## src/icache_defines.svh

```systemverilog
// Instruction cache sizing

`ifndef ICACHE_DEFINES_SVH
`define ICACHE_DEFINES_SVH

////////////////////
// Bus widths
////////////////////

// Byte address width on both buses
`define ICACHE_ADDR_W 32
// Instruction word width
`define ICACHE_DATA_W 32

////////////////////
// Geometry
////////////////////

// Direct mapped, one line per index
`define ICACHE_LINES 16
// Words per line, one memory beat each
`define ICACHE_WORDS 4

`endif

```

## src/icache_pkg.sv

```systemverilog
// Instruction cache types

`include "icache_defines.svh"

package icache_pkg;

    ////////////////////
    // Address split
    ////////////////////

    // Byte offset inside a word
    localparam int BYTE_W   = $clog2(`ICACHE_DATA_W / 8);
    // Word select inside a line
    localparam int WSEL_W   = $clog2(`ICACHE_WORDS);
    // Byte offset inside a line
    localparam int OFFSET_W = BYTE_W + WSEL_W;
    localparam int INDEX_W  = $clog2(`ICACHE_LINES);
    // Whatever is left above index and offset
    localparam int TAG_W    = `ICACHE_ADDR_W - INDEX_W - OFFSET_W;

    typedef logic [INDEX_W-1:0] index_t;
    typedef logic [TAG_W-1:0]   tag_t;

    // Data of one complete line, word 0 in the low bits
    typedef logic [`ICACHE_WORDS-1:0][`ICACHE_DATA_W-1:0] line_data_t;

    ////////////////////
    // Payloads
    ////////////////////

    // Captured CPU fetch, word aligned
    typedef struct packed {
        logic [`ICACHE_ADDR_W-1:0] addr;
    } cpu_req_t;

    // Refill request, block aligned
    typedef struct packed {
        logic [`ICACHE_ADDR_W-1:0] addr;
    } block_req_t;

    // Completed refill toward the arrays
    typedef struct packed {
        index_t     index;
        tag_t       tag;
        line_data_t data;
    } line_fill_t;

endpackage

```

## src/icache_fetch_port.sv

```systemverilog
// CPU fetch port, Wishbone classic slave

`include "icache_defines.svh"

module icache_fetch_port
    import icache_pkg::*;
(
    input  logic                      aclk,
    input  logic                      aresetn,
    // CPU bus
    input  logic                      cpu_cyc,
    input  logic                      cpu_stb,
    input  logic [`ICACHE_ADDR_W-1:0] cpu_adr,
    output logic                      cpu_ack,
    output logic [`ICACHE_DATA_W-1:0] cpu_dat,
    // Lookup side
    output logic                      req_valid,
    output cpu_req_t                  req,
    input  logic                      rsp_hit,
    input  logic [`ICACHE_DATA_W-1:0] rsp_data
);

    // A request is waiting for its hit
    logic req_open;
    // Current stb already acked, wait for it to fall
    logic answered;

    ////////////////////
    // Control
    ////////////////////

    always_ff @(posedge aclk or negedge aresetn) begin
        if (!aresetn) begin
            req_valid <= 1'b0;
            req_open  <= 1'b0;
            answered  <= 1'b0;
            cpu_ack   <= 1'b0;
        end else begin
            // Both are single cycle pulses
            req_valid <= 1'b0;
            cpu_ack   <= 1'b0;
            // Master dropped stb after the ack
            if (answered && !cpu_stb) begin
                answered <= 1'b0;
            end
            // New fetch, only one in flight
            if (cpu_cyc && cpu_stb && !req_open && !answered) begin
                req_valid <= 1'b1;
                req_open  <= 1'b1;
            end
            // Hit ends the access, either first lookup or replay
            if (req_open && rsp_hit) begin
                cpu_ack  <= 1'b1;
                req_open <= 1'b0;
                answered <= 1'b1;
            end
        end
    end

    ////////////////////
    // Payload
    ////////////////////

    always_ff @(posedge aclk) begin
        // Drop the byte offset, fetches are whole words
        if (cpu_cyc && cpu_stb && !req_open && !answered) begin
            req.addr <= {cpu_adr[`ICACHE_ADDR_W-1:BYTE_W], {BYTE_W{1'b0}}};
        end
        // Word returned along with ack
        if (req_open && rsp_hit) begin
            cpu_dat <= rsp_data;
        end
    end

endmodule

```

## src/icache_lookup.sv

```systemverilog
// Tag and data arrays with hit detection

`include "icache_defines.svh"

module icache_lookup
    import icache_pkg::*;
(
    input  logic                      aclk,
    input  logic                      aresetn,
    // From the fetch port
    input  logic                      req_valid,
    input  cpu_req_t                  req,
    // Re-read of the pending request after a refill
    input  logic                      replay,
    input  logic                      flush,
    // Line write from the memory master
    input  logic                      fill_valid,
    input  line_fill_t                fill,
    // Lookup result
    output logic                      hit,
    output logic                      miss,
    output logic [`ICACHE_DATA_W-1:0] hit_data,
    output cpu_req_t                  miss_req
);

    ////////////////////
    // Storage
    ////////////////////

    // One valid bit per line
    logic [`ICACHE_LINES-1:0] valid_q;
    tag_t                     tags  [`ICACHE_LINES];
    line_data_t               lines [`ICACHE_LINES];

    ////////////////////
    // Read side
    ////////////////////

    // Request being looked up this cycle
    cpu_req_t              rd_req;
    logic                  rd_en;
    index_t                rd_index;
    tag_t                  rd_tag;
    logic [WSEL_W-1:0]     rd_word;
    logic                  rd_hit;

    // Replay re-reads the request held from the miss
    assign rd_req   = replay ? miss_req : req;
    assign rd_en    = req_valid || replay;

    // Address split: tag, index, word, byte
    assign rd_index = rd_req.addr[OFFSET_W +: INDEX_W];
    assign rd_tag   = rd_req.addr[`ICACHE_ADDR_W-1 -: TAG_W];
    assign rd_word  = rd_req.addr[BYTE_W +: WSEL_W];

    assign rd_hit   = valid_q[rd_index] && (tags[rd_index] == rd_tag);

    // Result flags, one cycle after the read
    always_ff @(posedge aclk or negedge aresetn) begin
        if (!aresetn) begin
            hit  <= 1'b0;
            miss <= 1'b0;
        end else begin
            hit  <= rd_en && rd_hit;
            miss <= rd_en && !rd_hit;
        end
    end

    // Word and request travel with the flags
    always_ff @(posedge aclk) begin
        if (rd_en) begin
            hit_data <= lines[rd_index][rd_word];
            miss_req <= rd_req;
        end
    end

    ////////////////////
    // Write side
    ////////////////////

    always_ff @(posedge aclk or negedge aresetn) begin
        if (!aresetn) begin
            valid_q <= '0;
        end else begin
            if (flush) begin
                valid_q <= '0;
            end
            // Fill comes last so a line in flight survives a flush
            if (fill_valid) begin
                valid_q[fill.index] <= 1'b1;
            end
        end
    end

    // Tag and data written together as one line
    always_ff @(posedge aclk) begin
        if (fill_valid) begin
            tags[fill.index]  <= fill.tag;
            lines[fill.index] <= fill.data;
        end
    end

endmodule

```

## src/icache_miss_handler.sv

```systemverilog
// Refill sequencer for missed blocks

`include "icache_defines.svh"

module icache_miss_handler
    import icache_pkg::*;
(
    input  logic       aclk,
    input  logic       aresetn,
    // Lookup result
    input  logic       miss,
    input  cpu_req_t   miss_req,
    // Block request toward the memory master
    output logic       fetch_valid,
    output block_req_t fetch,
    input  logic       fetch_ready,
    // Completed line, shared with the lookup
    input  logic       fill_valid,
    input  line_fill_t fill,
    // Re-read of the missed request
    output logic       replay
);

    typedef enum logic [1:0] {
        IDLE      = 2'd0,
        LOAD      = 2'd1,
        WAIT_FILL = 2'd2
    } state_t;

    state_t state;

    // Fill belongs to the block we asked for
    logic fill_match;

    assign fill_match = fill_valid &&
                        (fill.index == fetch.addr[OFFSET_W +: INDEX_W]) &&
                        (fill.tag == fetch.addr[`ICACHE_ADDR_W-1 -: TAG_W]);

    ////////////////////
    // Sequencer
    ////////////////////

    always_ff @(posedge aclk or negedge aresetn) begin
        if (!aresetn) begin
            state       <= IDLE;
            fetch_valid <= 1'b0;
            replay      <= 1'b0;
        end else begin
            replay <= 1'b0;
            case (state)
                // Wait for a miss from the lookup
                IDLE: begin
                    if (miss) begin
                        fetch_valid <= 1'b1;
                        state       <= LOAD;
                    end
                end
                // Hold the request until the master takes it
                LOAD: begin
                    if (fetch_ready) begin
                        fetch_valid <= 1'b0;
                        state       <= WAIT_FILL;
                    end
                end
                // Line written this cycle, replay reads it next
                WAIT_FILL: begin
                    if (fill_match) begin
                        replay <= 1'b1;
                        state  <= IDLE;
                    end
                end
                default: begin
                    state <= IDLE;
                end
            endcase
        end
    end

    // Block aligned address of the missed word
    always_ff @(posedge aclk) begin
        if (state == IDLE && miss) begin
            fetch.addr <= {miss_req.addr[`ICACHE_ADDR_W-1:OFFSET_W], {OFFSET_W{1'b0}}};
        end
    end

endmodule

```

## src/icache_mem_master.sv

```systemverilog
// Memory side Wishbone classic master

`include "icache_defines.svh"

module icache_mem_master
    import icache_pkg::*;
(
    input  logic                      aclk,
    input  logic                      aresetn,
    // Block request from the miss handler
    input  logic                      fetch_valid,
    input  block_req_t                fetch,
    output logic                      fetch_ready,
    // Memory bus
    output logic                      mem_cyc,
    output logic                      mem_stb,
    output logic [`ICACHE_ADDR_W-1:0] mem_adr,
    input  logic                      mem_ack,
    input  logic [`ICACHE_DATA_W-1:0] mem_dat,
    // Assembled line
    output logic                      fill_valid,
    output line_fill_t                fill
);

    // Block transfer in progress
    logic              busy;
    // Current beat within the line
    logic [WSEL_W-1:0] beat;
    logic              last_beat;

    // Accept only while no block is running
    assign fetch_ready = !busy && fetch_valid;
    assign last_beat   = (beat == WSEL_W'(`ICACHE_WORDS - 1));

    ////////////////////
    // Bus control
    ////////////////////

    always_ff @(posedge aclk or negedge aresetn) begin
        if (!aresetn) begin
            busy       <= 1'b0;
            beat       <= '0;
            mem_cyc    <= 1'b0;
            mem_stb    <= 1'b0;
            mem_adr    <= '0;
            fill_valid <= 1'b0;
        end else begin
            fill_valid <= 1'b0;
            if (fetch_ready) begin
                // First beat at the block base
                busy    <= 1'b1;
                beat    <= '0;
                mem_cyc <= 1'b1;
                mem_stb <= 1'b1;
                mem_adr <= fetch.addr;
            end else if (busy && mem_ack) begin
                if (last_beat) begin
                    // Close the cycle and hand the line over
                    busy       <= 1'b0;
                    mem_cyc    <= 1'b0;
                    mem_stb    <= 1'b0;
                    fill_valid <= 1'b1;
                end else begin
                    // cyc stays up, next word follows
                    beat    <= beat + 1'b1;
                    mem_adr <= mem_adr + `ICACHE_ADDR_W'(`ICACHE_DATA_W / 8);
                end
            end
        end
    end

    ////////////////////
    // Line assembly
    ////////////////////

    always_ff @(posedge aclk) begin
        if (fetch_ready) begin
            fill.index <= fetch.addr[OFFSET_W +: INDEX_W];
            fill.tag   <= fetch.addr[`ICACHE_ADDR_W-1 -: TAG_W];
        end
        // Each beat lands in its own word slot
        if (busy && mem_ack) begin
            fill.data[beat] <= mem_dat;
        end
    end

endmodule

```

## src/icache_top.sv

```systemverilog
// Instruction cache top level

`include "icache_defines.svh"

module icache_top
    import icache_pkg::*;
(
    input  logic                      aclk,
    input  logic                      aresetn,
    input  logic                      flush,
    // CPU bus, slave side
    input  logic                      cpu_cyc,
    input  logic                      cpu_stb,
    input  logic [`ICACHE_ADDR_W-1:0] cpu_adr,
    output logic                      cpu_ack,
    output logic [`ICACHE_DATA_W-1:0] cpu_dat,
    // Memory bus, master side
    output logic                      mem_cyc,
    output logic                      mem_stb,
    output logic [`ICACHE_ADDR_W-1:0] mem_adr,
    input  logic                      mem_ack,
    input  logic [`ICACHE_DATA_W-1:0] mem_dat
);

    ////////////////////
    // Internal wires
    ////////////////////

    // Fetch port to lookup
    logic                      req_valid;
    cpu_req_t                  req;
    // Lookup result
    logic                      hit;
    logic                      miss;
    logic [`ICACHE_DATA_W-1:0] hit_data;
    cpu_req_t                  miss_req;
    // Refill path
    logic                      replay;
    logic                      fetch_valid;
    logic                      fetch_ready;
    block_req_t                fetch;
    logic                      fill_valid;
    line_fill_t                fill;

    icache_fetch_port u_fetch_port (
        .aclk      (aclk),
        .aresetn   (aresetn),
        .cpu_cyc   (cpu_cyc),
        .cpu_stb   (cpu_stb),
        .cpu_adr   (cpu_adr),
        .cpu_ack   (cpu_ack),
        .cpu_dat   (cpu_dat),
        .req_valid (req_valid),
        .req       (req),
        .rsp_hit   (hit),
        .rsp_data  (hit_data)
    );

    icache_lookup u_lookup (
        .aclk       (aclk),
        .aresetn    (aresetn),
        .req_valid  (req_valid),
        .req        (req),
        .replay     (replay),
        .flush      (flush),
        .fill_valid (fill_valid),
        .fill       (fill),
        .hit        (hit),
        .miss       (miss),
        .hit_data   (hit_data),
        .miss_req   (miss_req)
    );

    icache_miss_handler u_miss_handler (
        .aclk        (aclk),
        .aresetn     (aresetn),
        .miss        (miss),
        .miss_req    (miss_req),
        .fetch_valid (fetch_valid),
        .fetch       (fetch),
        .fetch_ready (fetch_ready),
        .fill_valid  (fill_valid),
        .fill        (fill),
        .replay      (replay)
    );

    icache_mem_master u_mem_master (
        .aclk        (aclk),
        .aresetn     (aresetn),
        .fetch_valid (fetch_valid),
        .fetch       (fetch),
        .fetch_ready (fetch_ready),
        .mem_cyc     (mem_cyc),
        .mem_stb     (mem_stb),
        .mem_adr     (mem_adr),
        .mem_ack     (mem_ack),
        .mem_dat     (mem_dat),
        .fill_valid  (fill_valid),
        .fill        (fill)
    );

endmodule

```

## config.mk

```make
export PLATFORM = sky130hd
export DESIGN_NAME = icache_top
export DESIGN_NICKNAME = d
export VERILOG_FILES = /design/src/icache_pkg.sv /design/src/icache_fetch_port.sv /design/src/icache_lookup.sv /design/src/icache_miss_handler.sv /design/src/icache_mem_master.sv /design/src/icache_top.sv
export VERILOG_INCLUDE_DIRS = /design/src
export SDC_FILE = /design/constraint.sdc
export NUM_CORES = 2
export LEC_CHECK = 0
export BUFFER_PORTS_ARGS = -buffer_cell sky130_fd_sc_hd__buf_2
export CORE_MARGIN = 1
export CORE_UTILIZATION = 40
export CTS_CLUSTER_SIZE = 40
export DETAILED_ROUTE_END_ITERATION = 7
export GPL_ROUTABILITY_DRIVEN = 0
export PLACE_DENSITY = 0.57
export RECOVER_POWER = 50
export SKIP_CTS_REPAIR_TIMING = 1
export SYNTH_ARGS = -nofsm -noshare
export SYNTH_HDL_FRONTEND = slang
export SYNTH_SLANG_ARGS = --single-unit
```

## constraint.sdc

```tcl
create_clock -name aclk -period 11.3 [get_ports aclk]
set_input_delay 2.26 -clock aclk [delete_from_list [all_inputs] [get_ports aclk]]
set_output_delay 2.26 -clock aclk [all_outputs]
set_load 0.03 [all_outputs]
```

==> impl_metrics.json <==
{
  "crit_path_max_fanout": 75,
  "synthAdderAreaFrac_pct": 0.0565,
  "cts_root_buffer": "clkbuf_16",
  "tritoncts": "yes",
  "synthCells": 8162,
  "slowest_delay_ns": 1.49,
  "fin_util_pct": 45.3,
  "synth_top_area_share_pct": 74.3,
  "synth_edf_count": 2740,
  "core_sq_um": 275000,
  "min_period_ns": 6.78,
  "path_clk_slew_ns": 0.06,
  "arrival_ns": 7.41,
  "p_total_mw": 23.1,
  "crit_path_end_kind": "flip-flop",
  "wl_per_cell_um": 25.9,
  "switching_share_pct": 23.1,
  "hold_class": "flip-flop to flip-flop",
  "multiInputGateArea_sq_um": 24500,
  "fp.dieH_um": 528,
  "ioPinCount": 137,
  "clock_path_buffers": 4,
  "p_leak_nw": 41.6,
  "fmax_mhz": 147,
  "syn_area_per_cell_sq_um": 13.6,
  "synthFlopType": "edfxtp_1",
  "cts-buffers-inserted": 298,
  "crit_path_frequent_cell": "buf_4",
  "fillers": 24200,
  "fin_skew_ns": 0.0793,
  "ir_drop_v": 0.000126,
  "die_x_um": 528,
  "synth_top_family_by_area": "simple AND/OR/NAND/NOR gates",
  "cts_sinks": 2800,
  "start_util_pct": 40.4,
  "combPwrFrac_pct": 5.1,
  "portBuffers": 132,
  "setup_tns_ns": 0,
  "drive_above_1_share_pct": 8.25,
  "ctsHtreeMaxLevel": 5,
  "worstSkewPairLatency_ns": 0.88,
  "finalCritPeriodShare_pct": 60.0,
  "row_count": 192,
  "grt_pass1_wl_mm": 456,
  "synth_area_leaders": "edfxtp_1 74%, nand2_1 7.5%, nand3_1 4.9%, a311oi_1 2.8%, dfrtp_1 1.4%",
  "antenna_found_initial": 24,
  "grt_overflow": 0,
  "met1_length_mm": 136,
  "dp_hpwl_mm": 149,
  "grt_max_degree": 173,
  "ant_nets": 0,
  "syn_area_sq_um": 111000,
  "p_clk_share_pct": 41.1,
  "synth_compound_area_share_pct": 5.93,
  "cp_data_required_time_ns": 11.92,
  "crit_path_start_kind": "flip-flop",
  "path_class": "flip-flop to flip-flop",
  "p_seq_share_pct": 53.8,
  "highest_layer": "met5",
  "path_cells": "mux2i_4 -> buf_4 -> buf_4 -> buf_4 -> buf_4 -> nand2_1 -> and3_1 -> a311oi_1 -> a311oi_1 -> a311oi_1 -> nor3_1 -> a21oi_1",
  "wl_met2_mm": 146,
  "synth_top_cell_by_area": "edfxtp_1",
  "syn_to_final_growth_pct": 12.1,
  "violations": "max-capacitance violations, max-slew violations",
  "cp_slowest_cell": "dfrtp_1",
  "hold_slack_ns": 0.430,
  "synth_most_common_cell": "edfxtp_1",
  "grt_usage_pct": 22.0,
  "setup-violations-final": 0,
  "grt_pass1_vias": 66600,
  "max-slew-margin-rel_pct": -111,
  "synth.area.mux_share_pct": 0.859,
  "switchingPower_mw": 5.33,
  "synth_simple_gate_area_share_pct": 14.8,
  "dieArea_sq_um": 279000,
  "ys_types": 94,
  "synth_commonest_cells": "2,740 x edfxtp_1, 2,225 x nand2_1, 1,088 x nand3_1, 353 x a311oi_1, 246 x clkbuf_1",
  "finalMaxSlewViolations": 324,
  "ys_seq_elements": 2800,
  "rsz0062_at_grt": "false",
  "yosys_warnings": 0,
  "synth_xor_area_share_pct": 0.308,
  "vias": 69400,
  "pwr_density_cell_nw_per_um2": 186,
  "detail_route.first_pass.iterations": 6,
  "seqCellArea_sq_um": 83800,
  "finalHoldViolCount": 0,
  "met3WireLength_mm": 23.2,
  "worstMarginPinSlew_ns": 3.16,
  "async_reset_ff_share_pct": 2.14,
  "nets": 8258,
  "drt_iter0_markers": 7625,
  "cell_internal_pwr_mw": 17.7,
  "via_per_inst": 5.74,
  "max-cap-violations": 10,
  "wl_mm": 313,
  "drc": 0,
  "run_status": "finished with violations",
  "yosysSeqAreaShare_pct": 75.6
}
==> routing by layer <==
metal,GRT usage (%),vias to the layer above
met2,35.1,2774
met5,0,-
met4,5.95,12
met1,31.4,35600
met3,3.05,499
li1,-,30500
==> worst paths after layout <==
| path | end | depth (start not counted) | start | slack (ns) |
|---|---|---|---|---|
| min in group asynchronous | u_mem_master.mem_adr[2] | 2 | aresetn | 1.61 |
| max in group asynchronous | u_mem_master.mem_adr[30] | 2 | aresetn | 9.13 |
| hold / removal | u_fetch_port.cpu_dat[11] | 0 | u_lookup.hit_data[11] | 0.43 |
| setup / recovery | u_lookup.hit_data[2] | 12 | u_miss_handler.replay | 4.52 |
| hold reg to reg | u_fetch_port.cpu_dat[11] | 0 | u_lookup.hit_data[11] | 0.43 |
| setup reg to reg | u_lookup.hit_data[2] | 12 | u_miss_handler.replay | 4.52 |
==> layout by cell type, fill, tap and decap left out, types with 40 or more instances in the layout <==
cell type,Yosys,final
edfxtp_1,2740,2740
nand2_1,2225,2225
nand3_1,1088,1088
a311oi_1,353,353
clkbuf_16,0,305
and3_1,145,141
a21oi_1,129,129
clkbuf_1,246,115
buf_4,20,111
nor2_1,113,104
buf_2,236,93
o21ai_0,78,78
clkinv_1,1,60
dfrtp_1,60,60
nor3_1,62,57
a31oi_1,55,55
clkinv_2,0,48
mux2i_1,45,44
o22ai_1,43,43
nand2b_1,41,40
==> power groups by stage <==
stage          Clock, mW  Sequential [mW]  Combinational, mW
2_1_floorplan          0             12.6              0.599
3_3_place_gp           0             12.6               1.16
3_5_place_dp           0             12.6               1.17
4_1_cts             9.63             12.4               1.18
5_1_grt             10.0             12.5               1.25
6_report            9.47             12.4               1.17
==> registers in the layout, indices dropped and copies added (netlist names), 2 cells and up <==
| signal | count |
|---|---|
| u_miss_handler.state | 2 |
| u_mem_master.mem_adr | 30 |
| u_lookup.miss_req | 30 |
| u_miss_handler.fetch | 28 |
| u_fetch_port.cpu_dat | 32 |
| u_lookup.tags | 384 |
| u_lookup.valid_q | 16 |
| u_lookup.hit_data | 32 |
| u_mem_master.fill | 156 |
| u_mem_master.beat | 2 |
| u_fetch_port.req | 30 |
| u_lookup.lines | 2048 |
==> kinds of logic after synthesis <==
family	count (synthesis)
compound gates	869
xor+xnor	39
fa+ha+maj	5
buf+inv	588
flops	2800
mux	80
other cells	1
simple gates	3780
==> metrics by stage <==
stage,cells,setup slack (ns),instance area [sq um]
floorplan,8163,-0.526,111000
global placement,11600,5.39,115000
detailed placement,11600,5.44,115000
CTS,12100,5.41,124000
global route,12100,4.19,124000
finish,12100,4.52,124000
==> critical path, delay by kind of cell, from the launching register on <==
family	cells	cell delay (ns)
buffers and inverters	4	3.06
DFF	1	1.49
and+or+nand+nor	3	0.38
muxes	1	0.39
AOI/OAI and AO/OA	4	1.08
==> area by class of cell <==
| class | count | share of cell area, % |
|---|---|---|
| antenna | 5 | 0.0101 |
| clock buffer | 375 | 6.36 |
| clock inverter | 150 | 1.15 |
| inverter | 39 | 0.153 |
| multi-input combinational | 4775 | 19.7 |
| sequential | 2800 | 67.4 |
| tap | 3686 | 3.71 |
| timing repair buffer | 269 | 1.49 |
(Power assumes the default switching activity.)
